## src/load_unit_defines.svh

```systemverilog
// load unit widths and sizes shared by package, RTL and testbench

`ifndef LOAD_UNIT_DEFINES_SVH
`define LOAD_UNIT_DEFINES_SVH

// data path width
`define LU_XLEN 64
// load address width
`define LU_ADDR_W 32
// cache index, the low address bits that go out with the request phase
`define LU_INDEX_W 12
// cache tag, the rest of the address, sent one cycle after the grant
`define LU_TAG_W (`LU_ADDR_W - `LU_INDEX_W)
// scoreboard id of a load
`define LU_TRANS_ID_W 3
// outstanding loads tracked by the load buffer
`define LU_NR_LDBUF 2
// cache request id, log2 of the buffer size with a floor of 1
`define LU_REQ_ID_W 1

`endif
```

## src/load_unit_pkg.sv

```systemverilog
// load unit types: data words, ids, load operations and the port bundles

`include "load_unit_defines.svh"

package load_unit_pkg;

  // ------------------------------------------------------------------------
  // plain vectors
  // ------------------------------------------------------------------------
  typedef logic [`LU_XLEN-1:0]       xlen_t;
  typedef logic [`LU_ADDR_W-1:0]     addr_t;
  typedef logic [`LU_TRANS_ID_W-1:0] trans_id_t;
  // load buffer slot, doubles as the cache request id
  typedef logic [`LU_REQ_ID_W-1:0]   req_id_t;
  // byte position inside one 64 bit word
  typedef logic [2:0]                byte_off_t;

  // load operations, signed and unsigned per width
  typedef enum logic [2:0] {
    LB,
    LBU,
    LH,
    LHU,
    LW,
    LWU,
    LD
  } ld_op_e;

  // ------------------------------------------------------------------------
  // bundles
  // ------------------------------------------------------------------------
  // one request from the issue FIFO
  typedef struct packed {
    trans_id_t                 trans_id;
    addr_t                     addr;
    ld_op_e                    op;
    logic [`LU_XLEN/8-1:0]     be;
  } load_req_t;

  // what is kept per outstanding load until its response returns
  typedef struct packed {
    trans_id_t trans_id;
    byte_off_t byte_off;
    ld_op_e    op;
  } ldbuf_entry_t;

  // unit to data cache
  typedef struct packed {
    logic                      data_req;
    logic [`LU_INDEX_W-1:0]    address_index;
    logic [`LU_TAG_W-1:0]      address_tag;
    logic [`LU_XLEN/8-1:0]     data_be;
    logic [1:0]                data_size;
    req_id_t                   data_id;
    logic                      kill_req;
    logic                      tag_valid;
  } dcache_req_t;

  // data cache to unit
  typedef struct packed {
    logic    data_gnt;
    logic    data_rvalid;
    req_id_t data_rid;
    xlen_t   data_rdata;
  } dcache_rsp_t;

  // result towards the scoreboard
  typedef struct packed {
    trans_id_t trans_id;
    xlen_t     result;
  } load_rsp_t;

endpackage

```

## src/load_unit.sv

```systemverilog
// load unit top: issues loads to the data cache and returns aligned results

`timescale 1ns/1ps

`include "load_unit_defines.svh"

module load_unit (
  input  logic                      clk_i,
  input  logic                      rst_ni,
  input  logic                      flush_i,
  // issue FIFO side
  input  logic                      valid_i,
  input  load_unit_pkg::load_req_t  ld_req_i,
  output logic                      pop_ld_o,
  // store unit address check
  output logic [11:0]               page_offset_o,
  input  logic                      page_offset_matches_i,
  // data cache port
  output load_unit_pkg::dcache_req_t dcache_req_o,
  input  load_unit_pkg::dcache_rsp_t dcache_rsp_i,
  // result side, no back-pressure
  output logic                      valid_o,
  output load_unit_pkg::load_rsp_t  ld_rsp_o
);

  logic                        buf_full;
  logic                        buf_wr;
  load_unit_pkg::req_id_t      free_id;
  load_unit_pkg::req_id_t      last_id;
  load_unit_pkg::ldbuf_entry_t wr_entry;
  load_unit_pkg::ldbuf_entry_t rd_entry;
  logic                        rd_flushed;
  load_unit_pkg::xlen_t        result;

  // ------------------------------------------------------------------------
  // request path
  // ------------------------------------------------------------------------
  // store unit compares against the untranslated page offset
  assign page_offset_o = ld_req_i.addr[11:0];

  assign dcache_req_o.address_index = ld_req_i.addr[`LU_INDEX_W-1:0];
  assign dcache_req_o.data_be       = ld_req_i.be;
  // the buffer slot that the grant will fill is the request id
  assign dcache_req_o.data_id       = free_id;

  load_ctrl u_load_ctrl (
    .clk_i                 (clk_i),
    .rst_ni                (rst_ni),
    .flush_i               (flush_i),
    .valid_i               (valid_i),
    .ld_req_i              (ld_req_i),
    .buf_full_i            (buf_full),
    .page_offset_matches_i (page_offset_matches_i),
    .data_gnt_i            (dcache_rsp_i.data_gnt),
    .pop_ld_o              (pop_ld_o),
    .data_req_o            (dcache_req_o.data_req),
    .tag_valid_o           (dcache_req_o.tag_valid),
    .kill_req_o            (dcache_req_o.kill_req),
    .tag_o                 (dcache_req_o.address_tag),
    .data_size_o           (dcache_req_o.data_size)
  );

  // ------------------------------------------------------------------------
  // outstanding loads
  // ------------------------------------------------------------------------
  // a granted request is tracked from the grant cycle on
  assign buf_wr = dcache_req_o.data_req & dcache_rsp_i.data_gnt;

  assign wr_entry.trans_id = ld_req_i.trans_id;
  assign wr_entry.byte_off = ld_req_i.addr[2:0];
  assign wr_entry.op       = ld_req_i.op;

  load_buffer #(
    .NR_ENTRIES (`LU_NR_LDBUF)
  ) u_load_buffer (
    .clk_i        (clk_i),
    .rst_ni       (rst_ni),
    .flush_i      (flush_i),
    .wr_i         (buf_wr),
    .wr_entry_i   (wr_entry),
    .rd_i         (dcache_rsp_i.data_rvalid),
    .rd_id_i      (dcache_rsp_i.data_rid),
    .free_id_o    (free_id),
    .full_o       (buf_full),
    .rd_entry_o   (rd_entry),
    .rd_flushed_o (rd_flushed),
    .last_id_o    (last_id)
  );

  // ------------------------------------------------------------------------
  // response path
  // ------------------------------------------------------------------------
  load_align u_load_align (
    .rdata_i  (dcache_rsp_i.data_rdata),
    .entry_i  (rd_entry),
    .result_o (result)
  );

  // drop responses to flushed slots, and to the newest load while it is killed
  assign valid_o = dcache_rsp_i.data_rvalid & ~rd_flushed &
                   ~((last_id == dcache_rsp_i.data_rid) & dcache_req_o.kill_req);

  assign ld_rsp_o.trans_id = rd_entry.trans_id;
  assign ld_rsp_o.result   = result;

endmodule

```

## src/load_ctrl.sv

```systemverilog
// load control FSM: request, grant wait, tag phase, store stall and flush kill

`timescale 1ns/1ps

`include "load_unit_defines.svh"

module load_ctrl (
  input  logic                     clk_i,
  input  logic                     rst_ni,
  input  logic                     flush_i,
  input  logic                     valid_i,
  input  load_unit_pkg::load_req_t ld_req_i,
  input  logic                     buf_full_i,
  input  logic                     page_offset_matches_i,
  input  logic                     data_gnt_i,
  output logic                     pop_ld_o,
  output logic                     data_req_o,
  output logic                     tag_valid_o,
  output logic                     kill_req_o,
  output logic [`LU_TAG_W-1:0]     tag_o,
  output logic [1:0]               data_size_o
);

  typedef enum logic [2:0] {
    IDLE,
    WAIT_PAGE_OFFSET,
    WAIT_GNT,
    SEND_TAG,
    WAIT_FLUSH
  } ld_state_e;

  ld_state_e            state_d;
  ld_state_e            state_q;
  logic                 accept_req;
  logic [`LU_TAG_W-1:0] tag_q;

  // a new load can start only if the buffer has a slot for it
  assign accept_req = valid_i & ~buf_full_i;

  // ------------------------------------------------------------------------
  // next state and cache handshake
  // ------------------------------------------------------------------------
  always_comb begin
    state_d     = state_q;
    data_req_o  = 1'b0;
    pop_ld_o    = 1'b0;
    tag_valid_o = 1'b0;
    kill_req_o  = 1'b0;

    unique case (state_q)
      // SEND_TAG overlaps the tag of the previous load with a new request
      IDLE, SEND_TAG: begin
        if (state_q == SEND_TAG) begin
          tag_valid_o = 1'b1;
          // flush in the tag cycle kills that load right away
          kill_req_o  = flush_i;
          state_d     = IDLE;
        end
        if (accept_req) begin
          if (page_offset_matches_i) begin
            // pending store to the same offset, hold the request back
            state_d = WAIT_PAGE_OFFSET;
          end else begin
            data_req_o = 1'b1;
            if (data_gnt_i) begin
              pop_ld_o = 1'b1;
              state_d  = SEND_TAG;
            end else begin
              state_d = WAIT_GNT;
            end
          end
        end
      end

      // request goes out the cycle after the match clears
      WAIT_PAGE_OFFSET: begin
        if (!page_offset_matches_i) begin
          state_d = WAIT_GNT;
        end
      end

      // keep data_req up until the cache takes it
      WAIT_GNT: begin
        data_req_o = 1'b1;
        if (data_gnt_i) begin
          pop_ld_o = 1'b1;
          state_d  = SEND_TAG;
        end
      end

      // one kill cycle so the cache drops whatever is in its tag stage
      WAIT_FLUSH: begin
        kill_req_o  = 1'b1;
        tag_valid_o = 1'b1;
        state_d     = IDLE;
      end

      default: begin
        state_d = IDLE;
      end
    endcase

    // flush wins over everything, no new grant is taken in the flush cycle
    if (flush_i) begin
      data_req_o = 1'b0;
      pop_ld_o   = 1'b0;
      state_d    = WAIT_FLUSH;
    end
  end

  always_ff @(posedge clk_i or negedge rst_ni) begin
    if (!rst_ni) begin
      state_q <= IDLE;
    end else begin
      state_q <= state_d;
    end
  end

  // ------------------------------------------------------------------------
  // tag phase and transfer size
  // ------------------------------------------------------------------------
  // tag of the granted address is presented one cycle after the grant
  always_ff @(posedge clk_i) begin
    if (data_req_o && data_gnt_i) begin
      tag_q <= ld_req_i.addr[`LU_ADDR_W-1:`LU_INDEX_W];
    end
  end

  assign tag_o = tag_q;

  // size encoding: 0 byte, 1 half, 2 word, 3 double
  always_comb begin
    unique case (ld_req_i.op)
      load_unit_pkg::LB, load_unit_pkg::LBU: data_size_o = 2'b00;
      load_unit_pkg::LH, load_unit_pkg::LHU: data_size_o = 2'b01;
      load_unit_pkg::LW, load_unit_pkg::LWU: data_size_o = 2'b10;
      default:                               data_size_o = 2'b11;
    endcase
  end

endmodule

```

## src/load_buffer.sv

```systemverilog
// load buffer that tracks outstanding loads by cache request id

`timescale 1ns/1ps

`include "load_unit_defines.svh"

module load_buffer #(
  parameter int unsigned NR_ENTRIES = `LU_NR_LDBUF,
  localparam int unsigned ID_W      = (NR_ENTRIES > 1) ? $clog2(NR_ENTRIES) : 1
) (
  input  logic                        clk_i,
  input  logic                        rst_ni,
  input  logic                        flush_i,
  // allocation on grant
  input  logic                        wr_i,
  input  load_unit_pkg::ldbuf_entry_t wr_entry_i,
  // release on response
  input  logic                        rd_i,
  input  logic [ID_W-1:0]             rd_id_i,
  output logic [ID_W-1:0]             free_id_o,
  output logic                        full_o,
  output load_unit_pkg::ldbuf_entry_t rd_entry_o,
  output logic                        rd_flushed_o,
  output logic [ID_W-1:0]             last_id_o
);

  load_unit_pkg::ldbuf_entry_t [NR_ENTRIES-1:0] mem_q;
  logic [NR_ENTRIES-1:0] valid_d;
  logic [NR_ENTRIES-1:0] valid_q;
  logic [NR_ENTRIES-1:0] flushed_d;
  logic [NR_ENTRIES-1:0] flushed_q;
  logic [ID_W-1:0]       last_id_q;

  assign full_o = &valid_q;

  // ------------------------------------------------------------------------
  // lowest free slot
  // ------------------------------------------------------------------------
  // scan from the top so the lowest free index is the one left standing
  always_comb begin
    free_id_o = '0;
    for (int i = NR_ENTRIES - 1; i >= 0; i--) begin
      if (!valid_q[i]) begin
        free_id_o = ID_W'(i);
      end
    end
  end

  // ------------------------------------------------------------------------
  // slot flags
  // ------------------------------------------------------------------------
  always_comb begin
    valid_d   = valid_q;
    flushed_d = flushed_q;
    // every load in flight becomes stale on a flush
    if (flush_i) begin
      flushed_d = '1;
    end
    if (rd_i) begin
      valid_d[rd_id_i] = 1'b0;
    end
    // a fresh load is never stale, even in the flush cycle
    if (wr_i) begin
      valid_d[free_id_o]   = 1'b1;
      flushed_d[free_id_o] = 1'b0;
    end
  end

  always_ff @(posedge clk_i or negedge rst_ni) begin
    if (!rst_ni) begin
      valid_q   <= '0;
      flushed_q <= '0;
      last_id_q <= '0;
    end else begin
      valid_q   <= valid_d;
      flushed_q <= flushed_d;
      if (wr_i) begin
        last_id_q <= free_id_o;
      end
    end
  end

  // entry payload
  always_ff @(posedge clk_i) begin
    if (wr_i) begin
      mem_q[free_id_o] <= wr_entry_i;
    end
  end

  // combinational read at the echoed id
  assign rd_entry_o   = mem_q[rd_id_i];
  assign rd_flushed_o = flushed_q[rd_id_i];
  assign last_id_o    = last_id_q;

endmodule

```

## src/load_align.sv

```systemverilog
// load align: shifts cache read data to the load address and extends it

`timescale 1ns/1ps

`include "load_unit_defines.svh"

module load_align (
  input  load_unit_pkg::xlen_t        rdata_i,
  input  load_unit_pkg::ldbuf_entry_t entry_i,
  output load_unit_pkg::xlen_t        result_o
);

  load_unit_pkg::xlen_t      shifted;
  logic [`LU_XLEN/8-1:0]     byte_msb;
  load_unit_pkg::byte_off_t  sign_byte;
  logic                      is_signed;
  logic                      sign_bit;

  // ------------------------------------------------------------------------
  // realign
  // ------------------------------------------------------------------------
  // addressed byte moves down to bit 0
  assign shifted = rdata_i >> {entry_i.byte_off, 3'b000};

  // ------------------------------------------------------------------------
  // sign bit
  // ------------------------------------------------------------------------
  // picked from the unshifted data so it runs beside the shifter
  for (genvar i = 0; i < `LU_XLEN / 8; i++) begin : gen_byte_msb
    assign byte_msb[i] = rdata_i[i*8+7];
  end

  assign is_signed = entry_i.op inside {load_unit_pkg::LB, load_unit_pkg::LH,
                                        load_unit_pkg::LW};

  // top byte of the loaded field
  always_comb begin
    unique case (entry_i.op)
      load_unit_pkg::LW, load_unit_pkg::LWU: sign_byte = entry_i.byte_off + 3'd3;
      load_unit_pkg::LH, load_unit_pkg::LHU: sign_byte = entry_i.byte_off + 3'd1;
      default:                               sign_byte = entry_i.byte_off;
    endcase
  end

  // unsigned loads fill with zero
  assign sign_bit = is_signed & byte_msb[sign_byte];

  // ------------------------------------------------------------------------
  // width select
  // ------------------------------------------------------------------------
  always_comb begin
    unique case (entry_i.op)
      load_unit_pkg::LW, load_unit_pkg::LWU:
        result_o = {{(`LU_XLEN - 32){sign_bit}}, shifted[31:0]};
      load_unit_pkg::LH, load_unit_pkg::LHU:
        result_o = {{(`LU_XLEN - 16){sign_bit}}, shifted[15:0]};
      load_unit_pkg::LB, load_unit_pkg::LBU:
        result_o = {{(`LU_XLEN - 8){sign_bit}}, shifted[7:0]};
      // LD, full word as is
      default:
        result_o = shifted;
    endcase
  end

endmodule

```

## config.mk

```make
export PLATFORM = sky130hd
export DESIGN_NAME = load_unit
export DESIGN_NICKNAME = d
export VERILOG_FILES = /design/src/load_unit_pkg.sv /design/src/load_unit.sv /design/src/load_ctrl.sv /design/src/load_buffer.sv /design/src/load_align.sv
export VERILOG_INCLUDE_DIRS = /design/src /design/src/src
export SDC_FILE = /design/constraint.sdc
export NUM_CORES = 1
export LEC_CHECK = 0
export BUFFER_PORTS_ARGS = -buffer_cell sky130_fd_sc_hd__clkbuf_2
export CELL_PAD_IN_SITES_DETAIL_PLACEMENT = 1
export CELL_PAD_IN_SITES_GLOBAL_PLACEMENT = 2
export CORE_ASPECT_RATIO = 0.75
export CORE_MARGIN = 4
export CORE_UTILIZATION = 25
export CTS_BUF_LIST = sky130_fd_sc_hd__clkbuf_16
export CTS_CLUSTER_SIZE = 16
export DETAILED_ROUTE_END_ITERATION = 10
export PLACE_DENSITY = 0.95
export REMOVE_ABC_BUFFERS = 1
export SLEW_MARGIN = 20
export SYNTH_ARGS = -nofsm -noshare
export SYNTH_HDL_FRONTEND = slang
export SYNTH_SLANG_ARGS = --single-unit
```

## constraint.sdc

```tcl
create_clock -name clk_i -period 8.97 [get_ports clk_i]
set_input_delay 0 -clock clk_i [delete_from_list [all_inputs] [get_ports clk_i]]
set_output_delay 0 -clock clk_i [all_outputs]
set_load 0.01 [all_outputs]
```

==> results of run 1 <==
-- stage by stage --
step	cells	hold WS, ns	util (%)	setup slack (ns)
after CTS	951	0.0000945	33.7	4.73
after detailed placement	912	-0.134	30.9	4.79
final	951	0.0000730	33.7	4.75
after global placement	912	-0.136	30.9	4.92
after floorplan	488	-0.296	-	3.26
after global routing	951	0.0000774	33.7	4.46
-- power by group through the flow --
stage          clock, W  combinational [W]  sequential (W)
3_3_place_gp          0           0.000186        0.000244
5_1_grt        0.000231           0.000221        0.000240
2_1_floorplan         0          0.0000954        0.000244
6_report       0.000219           0.000200        0.000239
3_5_place_dp          0           0.000188        0.000244
4_1_cts        0.000217           0.000200        0.000239
-- logic make-up (layout without fill, tap and decap cells) --
group | Yosys count | in the layout | share of synthesized area (%)
AND/OR/NAND/NOR | 241 | 241 | 23.7
buffers and inverters | 88 | 258 | 12.0
flip-flops | 46 | 46 | 31.1
XOR/XNOR | 3 | 3 | 0.609
adder cells (fa/ha/maj) | 2 | 2 | 0.696
multiplexers | 53 | 53 | 13.5
AO/OA/AOI/OAI | 133 | 133 | 18.5
-- layer usage --
layer	GRT usage (%)	up-vias
met4	2.06	0
li1	-	2292
met1	26.3	2327
met2	31.7	153
met5	0	-
met3	3.11	6
-- cells in the mapped netlist, drive strengths merged, types with 2 or more instances --
cell type	instances
a221o	7
a211oi	9
a32oi	2
mux2	8
nand2	165
nand2b	3
nand3	30
o32ai	3
dfrtp	8
a21oi	53
o22ai	5
xnor2	3
mux2i	44
a21boi	2
a21o	3
and2	3
nor3	4
nor2	24
inv	10
clkbuf	17
o21ai	38
a311oi	8
nand3b	2
buf	61
edfxtp	38
nor2b	2
or3	4
-- critical path: cells and delay by family (launching register included) --
kind | cells | cell delay [ns]
AND/OR/NAND/NOR | 2 | 0.63
buffers and inverters | 4 | 1.36
AO/OA/AOI/OAI | 3 | 0.43
adder cells (fa/ha/maj) | 1 | 0.75
flip-flops | 1 | 0.46
multiplexers | 2 | 0.27
-- registers in the layout, indices dropped and copies added (netlist names) --
register,cells
u_load_buffer.flushed_q,2
u_load_buffer.mem_q,18
u_load_ctrl.state_q,3
u_load_buffer.valid_q,2
u_load_buffer.last_id_o,1
u_load_ctrl.tag_o,20
-- layout make-up --
class / instances / area [µm²]
sequential: 46 / 1340
clock inverter: 3 / 45.0
tap: 215 / 269
inverter: 10 / 40.0
timing repair buffer: 240 / 1380
multi-input combinational: 432 / 2490
clock buffer: 5 / 125
fill: 2104 / 11200
-- worst paths after layout --
kind | slack, ns | end | from
max | 4.75 | ld_rsp_o[11] | u_load_buffer.mem_q[13]$_DFFE_PP_
min | 0.00007 | dcache_req_o[5] | ld_req_i[0]
max reg2reg | 5.85 | u_load_buffer.mem_q[16]$_DFFE_PP_ | u_load_buffer.valid_q[1]$_DFF_PN0_
min reg2reg | 0.51 | u_load_buffer.last_id_o$_DFFE_PN0P_ | u_load_buffer.last_id_o$_DFFE_PN0P_
max in group asynchronous | 8.68 | u_load_buffer.flushed_q[0]$_DFF_PN0_ | rst_ni
min in group asynchronous | 0.10 | u_load_ctrl.state_q[1]$_DFFE_PN0P_ | rst_ni
==> reports/metrics.csv, run 1 <==
stage,metric,value,unit
floorplanning,initial_core_util,25.6,%
setup_path,start_kind,flip-flop,
setup_path,cp_common_cell,buf_4,
logic_synthesis,synth_edf_count,38,
logic_synthesis,synth_top_area_share,26.4,%
layout,syn_to_final_growth,31.9,%
placement,dp_hpwl,12.9,mm
sta,fin_crit,4.22,ns
logic_synthesis,async_reset_ff_share,17.4,%
placement,placed_area,5210,µm²
clock_tree,clock_latency,0.29,ns
detailed_routing,wirelength,18.8,mm
power,switching_share,31.6,%
logic_synthesis,synthCells,566,
sta,fin_crit_sh,47.1,%
detailed_routing,vias,4778,
clock_tree,cts_tree,done,
setup_path,endpoint_kind,primary output,
detailed_routing,drt-met1-wl,8.74,mm
power,power.total,0.000658,W
sta,clock_skew,0.00637,ns
setup_path,crit_required,8.97,ns
layout,final_cell_mix,"201 x clkbuf_2, 163 x nand2_1, 53 x a21oi_1, 40 x mux2i_1, 38 x edfxtp_1",
detailed_routing,avgViaCountPerCell,5.02,
power,p_int,0.000450,W
logic_synthesis,postSynthAreaPerCell,7.62,µm²
sta,max_freq,237,MHz
global_routing,track_usage,18.8,%
logic_synthesis,synth_area_leaders,"edfxtp_1 26%, nand2_1 14%, mux2i_1 9.7%, buf_4 7.3%, a21oi_1 6.1%",
run,cap_violations,0,
worst_hold_path,hold_class,in2out,
sta,worstMarginPinSlew,0.981,ns
power,switching_power,0.000208,W
global_routing,grt_pass1_wl,29.2,mm
layout,antenna_cells,0,
detailed_routing,top_layer,met4,
detailed_routing,ant_nets,0,
logic_synthesis,yosysSeqAreaShare,31.1,%
setup_path,slowest_delay,0.75,ns
clock_tree,hold_buffers,31,
floorplanning,die_h,122,µm
layout,final_nets,854,
global_routing,grt_max_degree,66,
global_routing,grt_pass1_vias,4920,
power,ir_drop,107,µV
logic_synthesis,synth_seq_cells,46,
floorplanning,die_width,160,µm
layout,layout_commonest_cell,clkbuf_2,
detailed_routing,wl_met3,849,µm
clock_tree,cts_root_buf,clkbuf_16,
clock_tree,clock_tree.buffer_depth,2,
sta,hold_viol_final,0,
setup_path,cp_max_fo,56,
placement,io_buffers,201,
setup_path,critPathSlowestCell,fa_1,
placement,place.gp.congestion,0.796,
sta,max_slew_margin,34.4,%
power,leakagePower,2.70,nW
detailed_routing,routedWlPerCell,19.8,µm
floorplanning,ios,245,
detailed_routing,dr.pass1.iters,4,
layout,fin_area,5690,µm²
detailed_routing,dr_wl_met2,9.13,mm
detailed_routing,drt_iter0_drc,357,
logic_synthesis,ys.flop_type,edfxtp_1,
clock_tree,clkTransAtPathRegs,0.07,ns
global_routing,overflow,0,
clock_tree,cts_setup_buffers,0,
setup_path,reg2reg_depth,6,
clock_tree,cts_sinks,46,
sta,slew_viol_final,0,
clock_tree,cts_made_buffers,5,
logic_synthesis,syn_area,4320,µm²
sta,finalSetupViolCount,0,
logic_synthesis,yosysWarnings,0,
floorplanning,die_area,19400,µm²
floorplanning,fp-row-count,41,
power,p_per_area,116,nW/µm²
logic_synthesis,synth_top_cell_by_area,edfxtp_1,
clock_tree,htree_levels,2,
clock_tree,ctsResizeCount,0,
power,seqPwrFrac,36.4,%
setup_path,crit_chain,mux2i_4 > buf_4 > inv_4 > fa_1 > mux2i_1 > nand2_1 > o22ai_1 > nor4b_1 > o21ai_4 > buf_4 > o21ai_0 > clkbuf_2,
power,clockPowerShare,33.2,%
detailed_routing,drc,0,
power,p_comb_share,30.4,%
worst_hold_path,min_path_cells,0,
setup_path,crit_type,reg2out,
outcome,status,finished clean,
floorplanning,core-area,16900,µm²
global_routing,antenna_found_initial,0,
logic_synthesis,synth.distinct_cells,50,
sta,fin_setup_tns,0,ns
setup_path,critPathArrivalTime,4.22,ns
layout,layout-drive-gt1-share,32.1,%
sta,rsz0062_at_grt,no,
Note: power is estimated with default switching activity, not from simulation.
==> run 2, diff against run 1 <==
--- a/config.mk
+++ b/config.mk
@@ -11,11 +11,11 @@
 export CELL_PAD_IN_SITES_GLOBAL_PLACEMENT = 2
 export CORE_ASPECT_RATIO = 0.75
 export CORE_MARGIN = 4
-export CORE_UTILIZATION = 25
+export CORE_UTILIZATION = 23
 export CTS_BUF_LIST = sky130_fd_sc_hd__clkbuf_16
 export CTS_CLUSTER_SIZE = 16
 export DETAILED_ROUTE_END_ITERATION = 10
-export PLACE_DENSITY = 0.95
+export PLACE_DENSITY = 0.92
 export REMOVE_ABC_BUFFERS = 1
 export SLEW_MARGIN = 20
 export SYNTH_ARGS = -nofsm -noshare
==> constraint.sdc (replaced) <==
create_clock -name clk_i -period 3.9 [get_ports clk_i]
set_input_delay 0 -clock clk_i [delete_from_list [all_inputs] [get_ports clk_i]]
set_output_delay 0 -clock clk_i [all_outputs]
set_load 0.01 [all_outputs]
==> run 2 against run 1 <==
Net effect:
- combinational power grew 130%
- final cell count rose by 3.9%
- clock power increased by 86%
- first-iteration DRC count is 28% lower
- highest routed layer is now met5
==> reports/metrics.csv, run 2 (synthesis results as in run 1) <==
stage,metric,value,unit,change
clock_tree,cts_tree,done,,unchanged
setup_path,start_kind,flip-flop,,unchanged
floorplanning,die_h,127,µm,was 122 µm
global_routing,overflow,0,,unchanged
setup_path,cp_max_fo,44,,was 56
sta,slew_viol_final,0,,unchanged
clock_tree,clock_latency,0.29,ns,about the same
power,clockPowerShare,28.6,%,was 33.2%
sta,max_freq,291,MHz,
placement,place.gp.congestion,0.791,,was 0.796
global_routing,track_usage,17.2,%,was 18.8%
sta,fin_crit_sh,88.2,%,
power,ir_drop,162,µV,was 107 µV
floorplanning,core-area,18500,µm²,"was 16,900 µm²"
placement,dp_hpwl,13.5,mm,was 12.9 mm
global_routing,antenna_found_initial,2,,was 0
setup_path,slowest_delay,0.69,ns,was 0.75 ns
clock_tree,cts_sinks,46,,unchanged
global_routing,grt_pass1_wl,29.3,mm,was 29.2 mm
clock_tree,clkTransAtPathRegs,0.06,ns,was 0.07 ns
power,seqPwrFrac,38.6,%,was 36.4%
layout,final_cells,988,,was 951
layout,layout_commonest_cell,clkbuf_2,,unchanged
clock_tree,clock_tree.buffer_depth,2,,unchanged
outcome,status,finished clean,,unchanged
layout,syn_to_final_growth,33.1,%,was 31.9%
setup_path,crit_required,3.90,ns,was 8.97 ns
placement,io_buffers,201,,unchanged
setup_path,critPathArrivalTime,3.44,ns,was 4.22 ns
global_routing,grt_pass1_vias,5135,,"was 4,920"
layout,largest_register_ffs,20,,unchanged
setup_path,cpLargestDelayFamily,simple AND/OR/NAND/NOR gates,,was buffers and inverters
setup_path,endpoint_kind,primary output,,unchanged
setup_path,critPathSlowestCell,fa_1,,unchanged
worst_hold_path,hold_class,in2out,,unchanged
setup_path,crit_chain,mux2i_4 > nand2b_1 > fa_1 > mux2i_1 > nand2_1 > o22ai_1 > nor4b_1 > o21ai_4 > buf_12 > o21ai_0 > clkbuf_2,,was mux2i_4 > buf_4 > inv_4 > fa_1 > mux2i_1 > nand2_1 > o22ai_1 > nor4b_1 > o21ai_4 > buf_4 > o21ai_0 > clkbuf_2
detailed_routing,wirelength,19.3,mm,was 18.8 mm
layout,layout-drive-gt1-share,32.2,%,was 32.1%
placement,preCtsSetupSlack,0.834,ns,was 4.79 ns
layout,final_cell_mix,"201 x clkbuf_2, 163 x nand2_1, 53 x a21oi_1, 40 x mux2i_1, 38 x edfxtp_1",,unchanged
sta,worstMarginPinSlew,0.933,ns,was 0.981 ns
sta,finalSetupViolCount,0,,unchanged
clock_tree,cts_made_buffers,5,,unchanged
floorplanning,die_area,21000,µm²,"was 19,400 µm²"
power,p_comb_share,32.8,%,was 30.4%
sta,clock_skew,0.0112,ns,was 0.00637 ns
run,cap_violations,0,,unchanged
floorplanning,ios,245,,unchanged
detailed_routing,drc,0,,unchanged
detailed_routing,drt_iter0_drc,256,,was 357
sta,hold_viol_final,0,,unchanged
power,switching_share,32.2,%,was 31.6%
sta,rsz0062_at_grt,no,,unchanged
setup_path,crit_type,reg2out,,unchanged
sta,max_slew_margin,37.6,%,was 34.4%
floorplanning,fp-row-count,43,,was 41
detailed_routing,avgViaCountPerCell,4.89,,was 5.02
detailed_routing,dr.pass1.iters,4,,unchanged
power,p_per_area,249,nW/µm²,was 116 nW/µm²
clock_tree,cts_root_buf,clkbuf_16,,unchanged
global_routing,grt_max_degree,66,,unchanged
sta,setup_slack,0.460,ns,was 4.75 ns
detailed_routing,vias,4835,,"was 4,778"
floorplanning,initial_core_util,23.4,%,was 25.6%
detailed_routing,routedWlPerCell,19.5,µm,was 19.8 µm
detailed_routing,ant_nets,0,,unchanged
sta,fin_crit,3.44,ns,
power,p_int,0.000969,W,was 0.000450 W
setup_path,path_buf_inv,2,,was 4
power,leakagePower,2.72,nW,was 2.70 nW
placement,dp_cells,948,,was 912
power,switching_power,0.000459,W,was 0.000208 W
clock_tree,htree_levels,2,,unchanged
layout,final_nets,858,,was 854
floorplanning,die_width,166,µm,was 160 µm
run 2: cell count changes in the layout (fill, tap and decap cells not counted), sizes merged:
| cell | before | now |
|---|---|---|
| bufinv | 1 | 0 |
| clkinv | 0 | 2 |
| buf | 8 | 12 |
| clkinvlp | 2 | 0 |
| diode | 0 | 1 |
| inv | 10 | 11 |
run 2: power by group through the flow:
stage,sequential (W),clock (W),combinational [W]
after floorplan,0.000561,0,0.000219
after global placement,0.000560,0,0.000436
after detailed placement,0.000561,0,0.000441
after CTS,0.000550,0.000412,0.000468
after global routing,0.000552,0.000446,0.000514
final,0.000551,0.000408,0.000469
run 2: timing repair:
item | CTS | global route
resized for setup | 0 | 0
setup buffers | 0 | 0
hold buffers | 31 | 0
endpoints found under the hold margin | 48 | 0
run 2: final cells by class:
| cell class | instances | area [µm²] |
|---|---|---|
| fill | 2305 | 12700 |
| multi-input combinational | 432 | 2490 |
| timing repair buffer | 244 | 1420 |
| sequential | 46 | 1340 |
| tap | 247 | 309 |
| clock buffer | 5 | 125 |
| inverter | 10 | 40.0 |
| clock inverter | 3 | 12.5 |
| antenna | 1 | 2.50 |
run 2: worst paths after layout:
kind                                                      startpoint                              endpoint  depth (start not counted)  slack, ns
worst max-delay path               u_load_buffer.mem_q[11]$_DFFE_PP_                          ld_rsp_o[10]                         11       0.46
worst min-delay path                                     ld_req_i[0]                       dcache_req_o[5]                          0    0.00007
worst max register to register    u_load_buffer.valid_q[1]$_DFF_PN0_      u_load_buffer.mem_q[6]$_DFFE_PP_                          5       1.21
worst min register to register  u_load_buffer.flushed_q[0]$_DFF_PN0_  u_load_buffer.flushed_q[0]$_DFF_PN0_                          2       0.51
max in group asynchronous                                     rst_ni    u_load_buffer.valid_q[0]$_DFF_PN0_                          2       3.58
min in group asynchronous                                     rst_ni  u_load_buffer.flushed_q[0]$_DFF_PN0_                          2       0.14
run 2: metal layers:
layer | up-vias | GRT usage, % | part of all wire, %
li1 | 2303 | - | -
met3 | 20 | 3.80 | 5.7
met5 | - | 0 | 0.067
met2 | 160 | 29.7 | 48
met4 | 2 | 3.35 | 1.3
met1 | 2350 | 22.4 | 45
run 2: stage by stage:
stage	setup TNS [ns]	total power (W)	util [%]	area (µm²)	hold slack, ns
finish	0	0.00143	31.1	5740	0.0000748
global route	0	0.00151	31.1	5740	0.0000774
CTS	0	0.00143	31.1	5740	0.0000945
detailed placement	0	0.00100	28.7	5290	-0.142
global placement	0	0.000996	28.7	5290	-0.144
floorplan	-92.95	0.000780	-	3840	-0.296
